$ cat config.mk
export PLATFORM = sky130hd
export DESIGN_NAME = itim
export DESIGN_NICKNAME = d
export VERILOG_FILES = /design/src/hw/itim_pkg.sv /design/src/hw/itim.sv /design/src/hw/itim_bank.sv /design/src/hw/itim_ctrl.sv /design/src/hw/itim_front.sv
export SDC_FILE = /design/constraint.sdc
export NUM_CORES = 2
export LEC_CHECK = 0
export BUFFER_PORTS_ARGS = -buffer_cell sky130_fd_sc_hd__clkbuf_2
export CAP_MARGIN = 10
export CORE_UTILIZATION = 30
export CTS_CLUSTER_SIZE = 12
export DETAILED_ROUTE_END_ITERATION = 12
export GPL_TIMING_DRIVEN = 0
export SYNTH_ARGS = -nofsm -noshare
export SYNTH_HDL_FRONTEND = slang
export SYNTH_SLANG_ARGS = --single-unit
$ cat constraint.sdc
create_clock -name clock -period 4.9 [get_ports clock]
set_input_delay 0 -clock clock [delete_from_list [all_inputs] [get_ports clock]]
set_output_delay 0 -clock clock [all_outputs]
set_load 0.01 [all_outputs]
$ cat src/hw/itim_pkg.sv
`default_nettype none

package itim_pkg;

  ////////////////////////////////////////////////////////////////////////////
  // geometry.
  ////////////////////////////////////////////////////////////////////////////

  localparam int itim_depth = 16;
  localparam int itim_banks = 4;
  localparam int index_bits = 4;
  localparam int bank_bits  = 2;
  localparam int tag_bits   = 24;

  // valid bit, tag, then the instruction word.
  localparam int entry_bits = 1 + tag_bits + 32;

  // fetches inside [base, top) may be cached.
  localparam logic [31:0] itim_base_addr = 32'h0000_1000;
  localparam logic [31:0] itim_top_addr  = 32'h0000_2000;

  ////////////////////////////////////////////////////////////////////////////
  // controller states.
  ////////////////////////////////////////////////////////////////////////////

  localparam logic [1:0] state_idle   = 2'd0;
  localparam logic [1:0] state_fill   = 2'd1;
  localparam logic [1:0] state_bypass = 2'd2;
  localparam logic [1:0] state_fence  = 2'd3;

  // one fetch address seen whole or split into its cache fields.
  typedef union packed {
    logic [31:0] raw;
    struct packed {
      logic [tag_bits-1:0]   tag;
      logic [index_bits-1:0] index;
      logic [bank_bits-1:0]  bank;
      logic [1:0]            offset;
    } field;
  } itim_addr_t;

endpackage

`default_nettype wire

$ cat src/hw/itim.sv
`timescale 1ns/1ps
`default_nettype none

module itim import itim_pkg::*; (
  input  logic        clock,
  input  logic        reset,
  input  logic        fetch_valid,
  input  logic        fetch_fence,
  input  logic [31:0] fetch_addr,
  output logic        fetch_ready,
  output logic [63:0] fetch_rdata,
  output logic        mem_valid,
  output logic [31:0] mem_addr,
  input  logic [31:0] mem_rdata,
  input  logic        mem_ready
);

  logic                                 req_valid;
  logic                                 req_fence;
  itim_addr_t                           req_addr0;
  itim_addr_t                           req_addr1;
  logic [itim_banks-1:0][index_bits-1:0] read_index;
  logic [itim_banks-1:0][entry_bits-1:0] read_entry;
  logic [itim_banks-1:0]                write_enable;
  logic [index_bits-1:0]                write_index;
  logic [entry_bits-1:0]                write_entry;

  itim_front u_front (
    .clock       (clock),
    .reset       (reset),
    .fetch_valid (fetch_valid),
    .fetch_fence (fetch_fence),
    .fetch_addr  (fetch_addr),
    .req_valid   (req_valid),
    .req_fence   (req_fence),
    .req_addr0   (req_addr0),
    .req_addr1   (req_addr1),
    .read_index  (read_index)
  );

  // word-interleaved banks.
  for (genvar i = 0; i < itim_banks; i++) begin : g_bank
    itim_bank u_bank (
      .clock        (clock),
      .write_enable (write_enable[i]),
      .write_index  (write_index),
      .write_entry  (write_entry),
      .read_index   (read_index[i]),
      .read_entry   (read_entry[i])
    );
  end

  itim_ctrl u_ctrl (
    .clock        (clock),
    .reset        (reset),
    .req_valid    (req_valid),
    .req_fence    (req_fence),
    .req_addr0    (req_addr0),
    .req_addr1    (req_addr1),
    .read_entry   (read_entry),
    .write_enable (write_enable),
    .write_index  (write_index),
    .write_entry  (write_entry),
    .fetch_ready  (fetch_ready),
    .fetch_rdata  (fetch_rdata),
    .mem_valid    (mem_valid),
    .mem_addr     (mem_addr),
    .mem_rdata    (mem_rdata),
    .mem_ready    (mem_ready)
  );

endmodule

`default_nettype wire

$ cat src/hw/itim_bank.sv
`timescale 1ns/1ps
`default_nettype none

module itim_bank import itim_pkg::*; (
  input  logic                  clock,
  input  logic                  write_enable,
  input  logic [index_bits-1:0] write_index,
  input  logic [entry_bits-1:0] write_entry,
  input  logic [index_bits-1:0] read_index,
  output logic [entry_bits-1:0] read_entry
);

  logic [entry_bits-1:0] entries [itim_depth];

  always_ff @(posedge clock) begin
    if (write_enable) begin
      entries[write_index] <= write_entry;
    end
  end

  // one cycle read. a read at the index being written sees the old entry.
  always_ff @(posedge clock) begin
    read_entry <= entries[read_index];
  end

endmodule

`default_nettype wire

$ cat src/hw/itim_ctrl.sv
`timescale 1ns/1ps
`default_nettype none

module itim_ctrl import itim_pkg::*; (
  input  logic                                 clock,
  input  logic                                 reset,
  input  logic                                 req_valid,
  input  logic                                 req_fence,
  input  itim_addr_t                           req_addr0,
  input  itim_addr_t                           req_addr1,
  input  logic [itim_banks-1:0][entry_bits-1:0] read_entry,
  output logic [itim_banks-1:0]                write_enable,
  output logic [index_bits-1:0]                write_index,
  output logic [entry_bits-1:0]                write_entry,
  output logic                                 fetch_ready,
  output logic [63:0]                          fetch_rdata,
  output logic                                 mem_valid,
  output logic [31:0]                          mem_addr,
  input  logic [31:0]                          mem_rdata,
  input  logic                                 mem_ready
);

  logic [1:0]            state;
  logic                  beat;
  logic [index_bits-1:0] fence_index;
  logic [31:0]           low_word;

  logic [entry_bits-1:0] entry0;
  logic [entry_bits-1:0] entry1;
  logic                  outside;
  logic                  go_fence;
  logic                  go_bypass;
  logic                  go_fill;
  logic                  go_hit;
  logic                  last_index;
  itim_addr_t            cur_addr;

  ////////////////////////////////////////////////////////////////////////////
  // classify the request.
  ////////////////////////////////////////////////////////////////////////////

  always_comb begin
    entry0 = read_entry[req_addr0.field.bank];
    entry1 = read_entry[req_addr1.field.bank];

    outside = (req_addr0.raw < itim_base_addr) || (req_addr0.raw >= itim_top_addr) ||
              (req_addr1.raw < itim_base_addr) || (req_addr1.raw >= itim_top_addr);

    go_fence  = 1'b0;
    go_bypass = 1'b0;
    go_fill   = 1'b0;
    go_hit    = 1'b0;

    // fence first, then window, then empty, then owner tag.
    if (req_valid && state == state_idle) begin
      if (req_fence) begin
        go_fence = 1'b1;
      end else if (outside) begin
        go_bypass = 1'b1;
      end else if (!entry0[entry_bits-1] || !entry1[entry_bits-1]) begin
        go_fill = 1'b1;
      end else if (entry0[entry_bits-2 -: tag_bits] != req_addr0.field.tag ||
                   entry1[entry_bits-2 -: tag_bits] != req_addr1.field.tag) begin
        go_bypass = 1'b1;
      end else begin
        go_hit = 1'b1;
      end
    end
  end

  // the word being fetched from memory in this beat.
  assign cur_addr   = beat ? req_addr1 : req_addr0;
  assign last_index = (fence_index == index_bits'(itim_depth - 1));

  ////////////////////////////////////////////////////////////////////////////
  // outputs.
  ////////////////////////////////////////////////////////////////////////////

  always_comb begin
    write_enable = '0;
    write_index  = fence_index;
    write_entry  = '0;
    fetch_ready  = 1'b0;
    fetch_rdata  = '0;
    mem_valid    = 1'b0;
    mem_addr     = cur_addr.raw;

    case (state)
      state_idle: begin
        if (go_hit) begin
          fetch_ready = 1'b1;
          fetch_rdata = {entry1[31:0], entry0[31:0]};
        end
        // the first beat starts in the decision cycle.
        mem_valid = go_fill | go_bypass;
      end
      state_fill, state_bypass: begin
        mem_valid = 1'b1;
        if (mem_ready) begin
          if (state == state_fill) begin
            write_enable[cur_addr.field.bank] = 1'b1;
            write_index = cur_addr.field.index;
            write_entry = {1'b1, cur_addr.field.tag, mem_rdata};
          end
          if (beat) begin
            fetch_ready = 1'b1;
            fetch_rdata = {mem_rdata, low_word};
          end
        end
      end
      default: begin
        // fence clears one index in every bank.
        write_enable = '1;
        fetch_ready  = last_index;
      end
    endcase
  end

  ////////////////////////////////////////////////////////////////////////////
  // state.
  ////////////////////////////////////////////////////////////////////////////

  always_ff @(posedge clock) begin
    if (!reset) begin
      state       <= state_idle;
      beat        <= 1'b0;
      fence_index <= '0;
    end else begin
      case (state)
        state_idle: begin
          beat        <= 1'b0;
          fence_index <= '0;
          if (go_fence) begin
            state <= state_fence;
          end else if (go_bypass) begin
            state <= state_bypass;
          end else if (go_fill) begin
            state <= state_fill;
          end
        end
        state_fill, state_bypass: begin
          if (mem_ready) begin
            beat <= ~beat;
            if (beat) begin
              state <= state_idle;
            end
          end
        end
        default: begin
          fence_index <= fence_index + 1'b1;
          if (last_index) begin
            state <= state_idle;
          end
        end
      endcase
    end
  end

  // lower word of the response is kept until the second beat.
  always_ff @(posedge clock) begin
    if ((state == state_fill || state == state_bypass) && mem_ready && !beat) begin
      low_word <= mem_rdata;
    end
  end

endmodule

`default_nettype wire

$ cat src/hw/itim_front.sv
`timescale 1ns/1ps
`default_nettype none

module itim_front import itim_pkg::*; (
  input  logic                                 clock,
  input  logic                                 reset,
  input  logic                                 fetch_valid,
  input  logic                                 fetch_fence,
  input  logic [31:0]                          fetch_addr,
  output logic                                 req_valid,
  output logic                                 req_fence,
  output itim_addr_t                           req_addr0,
  output itim_addr_t                           req_addr1,
  output logic [itim_banks-1:0][index_bits-1:0] read_index
);

  itim_addr_t next_addr0;
  itim_addr_t next_addr1;

  // the second word follows the first one.
  always_comb begin
    next_addr0.raw = fetch_addr;
    next_addr1.raw = fetch_addr + 32'd4;
  end

  // each word goes to its own bank, so the two reads never collide.
  // banks that are not addressed simply read index zero.
  always_comb begin
    read_index = '0;
    read_index[next_addr0.field.bank] = next_addr0.field.index;
    read_index[next_addr1.field.bank] = next_addr1.field.index;
  end

  ////////////////////////////////////////////////////////////////////////////
  // request register.
  ////////////////////////////////////////////////////////////////////////////

  always_ff @(posedge clock) begin
    if (!reset) begin
      req_valid <= 1'b0;
      req_fence <= 1'b0;
    end else begin
      req_valid <= fetch_valid;
      req_fence <= fetch_valid & fetch_fence;
    end
  end

  // addresses hold until the next strobe because the controller reads them
  // throughout a memory access.
  always_ff @(posedge clock) begin
    if (fetch_valid) begin
      req_addr0 <= next_addr0;
      req_addr1 <= next_addr1;
    end
  end

endmodule

`default_nettype wire

==> results.txt <==
----------------------------------------------------
[Timing]
  Portion of the clock cycle consumed by the worst path in the final layout ... 101.2%
  Setup repair after global routing missed its margin ... no
  Achievable Freq ... 0.2016 GHz
  Max Transition Viols Final ... 0
  Final Hold Viols ... 0
  Worst Clk Skew ... 58.14 ps
  Worst relative slew slack ... 3.377%
  Final worst slack ... -59.56 ps
  Transition time of the tightest slew-check pin ... 1449 ps
  Final setup violating endpoints ... 4
  Min Clock Period, post-route ... 4960 ps

[Power and ir drop]
  Switching part of the total power ... 25.56%
  Total power ... 77830 uW
  Psw ... 19900 uW
  Power density normalized to cell area ... 427.5 nW/um^2
  Cell Int Power ... 57930 uW
  Combinational group share of total power ... 12.1%
  Share of power burned in registers ... 51.5%
  Clock Power Share ... 36.5%
  Max IR drop VDD ... 328.0 uV
  Leakage power ... 0.05429 uW

[Status]
  Run status ... complete, but fails checks
  Failing checks ... setup timing

[Cells and area]
  Relative area change from synthesis to final layout ... 17.57%
  Layout Utilization ... 35.44%
  Area taken by flip-flops and latches ... 117100 sq um
  Number of nets in the final layout ... 9935
  Area taken by multi-input logic gates ... 35950 sq um
  Ratio of cells with drive above 1 in the final layout ... 17.05%
  Number of fillers in the final layout ... 47.86k

[Synthesis]
  Post-synthesis cell count ... 8982
  EDFF count, synth ... 3742
  Async S/R FF share, synth ... 0%
  Post-Synthesis Cell Area ... 154800 sq um
  Top area cells in the synthesized netlist ... sky130_fd_sc_hd__edfxtp_1, sky130_fd_sc_hd__mux4_2, sky130_fd_sc_hd__a211oi_1, sky130_fd_sc_hd__dfxtp_1, sky130_fd_sc_hd__nand2_1
  Post-synth net total ... 9063
  Most area-hungry cell type in the Yosys netlist ... sky130_fd_sc_hd__edfxtp_1
  Yosys warning total ... 0
  Ys flop type ... sky130_fd_sc_hd__edfxtp_1
  Fraction of the yosys area taken by sequential cells ... 75.63%
  Average size of a mapped cell ... 17.24 sq um
  Synth unique cells ... 49
  Flip-flop and latch count after synthesis ... 3979
  Area share of the largest cell type after synthesis ... 72.57%

[Drt]
  Per-cell via count in the routed design ... 5.229
  DRT Wirelength ... 477700 microns
  Starting DRC count in detailed routing ... 11.81k
  Overall via count from detail_route ... 89.28k
  DR WL/cell ... 27.98 microns
  Drt drc ... 0
  Post-detailed-route count of antenna-violating nets ... 0
  Drt first pass iters ... 8

[Clocking]
  Clock insertion delay at the later pin of the skew report ... 960 ps
  Root Driver ... sky130_fd_sc_hd__clkbuf_16
  Maximum number of buffers from clock root to sink ... 4
  TritonCTS Sinks ... 3979
  H-tree level count ... 5
  Clk pin slew, worst setup/hold paths ... 60 ps
  Total clock buffers created by CTS ... 395
  TritonCTS clock tree ... yes

[Critical path]
  Worst path slowest cell ... sky130_fd_sc_hd__nor4_1
  CP Data Arrival Time ... 4960 ps
  Data required time at the worst endpoint ... 4900 ps
  CP top delay family ... simple AND/OR/NAND/NOR gates
  Critical Path End Type ... output port
  Slowest stage delay, CP ... 590 ps
  Worst Path Class, Setup ... reg -> out
  Buffers plus inverters on the worst setup path ... 3
  Max Fanout on Critical Path ... 10
  Crit start category ... register
  Critical-path cell list ... nor4_1 -> nand4_1 -> nor4_1 -> nor4b_1 -> and4_1 -> buf_6 -> buf_6 -> a22oi_2 -> nor2_4 -> clkbuf_2

[Global routing]
  Largest net degree at the start of global routing ... 65
  First-pass GRT wire length ... 664400 microns
  Via count of the first global-routing pass ... 86.05k
  Overflow after GRT ... 0
  Global-route total usage across every layer ... 17.81%
  Antenna violations before repair ... 90

[Placement]
  Worst-case setup slack after placement ... -741.5 ps
  Number of input and output port buffers inserted ... 166
  HPWL Detailed ... 335700 microns
  Global placement routability congestion ... 0.9729

[Floorplan]
  Area of the placeable core ... 513700 sq um
  Overall die area ... 519000 sq um
  Initial Util ... 30.15%
  Die Y-Extent ... 720.4 microns
  Die width ... 720.4 microns
  Top-level port count ... 167
  Num rows ... 263

[Flow run]
  Max-Cap Viols ... 0

[Worst hold path]
  Hold crit path type ... in -> reg

----------------------------------------------------
-- power by group through the flow --
stage | Clock [uW] | Combinational [uW] | Sequential, uW
3_3_place_gp | 0 | 8430 | 40800
2_1_floorplan | 0 | 5020 | 40100
5_1_grt | 29900 | 9830 | 40100
4_1_cts | 28600 | 9300 | 40000
6_report | 28400 | 9390 | 40100
3_5_place_dp | 0 | 9160 | 40700
-- cell families (layout without fill, tap and decap cells) --
logic type | after synthesis | after routing | synth area share [%]
flip-flops | 3979 | 3979 | 75.63
AND/OR/NAND/NOR | 2075 | 2075 | 6.233
AO/OA/AOI/OAI | 1593 | 1593 | 7.385
buffers and inverters | 636 | 1799 | 1.645
multiplexers | 611 | 611 | 8.580
XOR/XNOR | 76 | 76 | 0.4299
adder cells (fa/ha/maj) | 12 | 12 | 0.09696
other | 0 | 40 | 0
-- per-layer routing --
metal / vias up / global-route usage, % / wire (microns)
met5: - / 0 / 253
met4: 38 / 4.858 / 14930
met3: 772 / 4.609 / 53300
met2: 4581 / 27.73 / 217200
met1: 46370 / 24.68 / 192000
li1: 37520 / - / -
-- area by class of cell --
class                           count  share of cell area [%]
Clock buffer                      639                   6.240
Inverter                           13                 0.02680
Sequential cell                  3979                   64.33
Timing Repair Buffer              475                   3.276
Buffer                            623                   1.384
Multi-Input combinational cell   4367                   19.74
Antenna cell                       40                 0.05498
Clock inverter                     49                  0.2103
Tap cell                         6890                   4.735
-- state kept, by name, summed over array words and instances, names as in the netlist --
name,cells
u_front.req_fence,1
u_ctrl.low_word,32
u_ctrl.beat,1
u_ctrl.fence_index,4
u_front.req_valid,1
g_bank.u_bank.read_entry,228
u_ctrl.state,2
g_bank.u_bank.entries,3648
u_front.req_addr1,32
u_front.req_addr0,30
-- what timing repair did --
action,CTS,global route
pin swaps,1,5
endpoints found under the hold margin,1381,1
endpoints found under the setup margin,31,79
resized for setup,47,4
hold buffers,98,1
setup buffers,0,4
-- cells in the mapped netlist (2+ instances only) --
master	number
sky130_fd_sc_hd__a211oi_1	684
sky130_fd_sc_hd__a21boi_0	4
sky130_fd_sc_hd__a21o_1	2
sky130_fd_sc_hd__a21oi_1	237
sky130_fd_sc_hd__a22o_1	4
sky130_fd_sc_hd__a22oi_1	20
sky130_fd_sc_hd__a22oi_2	48
sky130_fd_sc_hd__a311oi_1	228
sky130_fd_sc_hd__a31oi_1	344
sky130_fd_sc_hd__and2_1	634
sky130_fd_sc_hd__and3_1	19
sky130_fd_sc_hd__and4_1	3
sky130_fd_sc_hd__buf_1	31
sky130_fd_sc_hd__buf_2	53
sky130_fd_sc_hd__buf_4	5
sky130_fd_sc_hd__buf_6	10
sky130_fd_sc_hd__clkbuf_1	524
sky130_fd_sc_hd__dfxtp_1	237
sky130_fd_sc_hd__edfxtp_1	3742
sky130_fd_sc_hd__ha_1	12
sky130_fd_sc_hd__inv_1	13
sky130_fd_sc_hd__mux2_2	30
sky130_fd_sc_hd__mux2i_1	11
sky130_fd_sc_hd__mux4_2	570
sky130_fd_sc_hd__nand2_1	1188
sky130_fd_sc_hd__nand3_1	10
sky130_fd_sc_hd__nand4_1	29
sky130_fd_sc_hd__nor2_1	149
sky130_fd_sc_hd__nor2b_1	5
sky130_fd_sc_hd__nor3_1	4
sky130_fd_sc_hd__nor4_1	22
sky130_fd_sc_hd__nor4b_1	5
sky130_fd_sc_hd__o21a_1	3
sky130_fd_sc_hd__o21ai_0	10
sky130_fd_sc_hd__o21ai_1	4
sky130_fd_sc_hd__xnor2_1	62
sky130_fd_sc_hd__xor2_1	14
-- stage by stage --
stage | instances | hold WS [ps] | setup TNS (ps) | area (sq um)
detailed placement | 16240 | 216.6 | -31820 | 169000
CTS | 17030 | 5.203 | 0 | 181900
global route | 17040 | 8.655 | 0 | 182000
global placement | 16040 | 217.0 | - | 164300
finish | 17080 | 11.01 | -90.21 | 182100
floorplan | 8982 | 98.87 | 0 | 154800
-- placed cells by master, fill, tap and decap left out, drive strengths merged, types with 228 or more instances in the layout --
cell    instances
a21oi         237
buf           307
and2          634
a211oi        684
nand2        1188
clkbuf       1330
mux4          570
edfxtp       3742
dfxtp         237
a31oi         344
a311oi        228
-- final timing paths --
| kind | from | end | slack [ps] | cells after the start |
|---|---|---|---|---|
| min | fetch_addr[20] | u_front.req_addr0[20]$_DFFE_PP_ | 10 | 2 |
| max | u_front.req_addr1[19]$_DFFE_PP_ | fetch_rdata[37] | -60 | 10 |
| max reg2reg | u_ctrl.beat$_SDFFE_PN0P_ | g_bank[2].u_bank.entries[14][18]$_DFFE_PP_ | 140 | 10 |
| min reg2reg | u_ctrl.state[0]$_SDFFE_PN0P_ | u_ctrl.state[0]$_SDFFE_PN0P_ | 520 | 2 |
No activity file was read; power rests on OpenSTA's default activity.
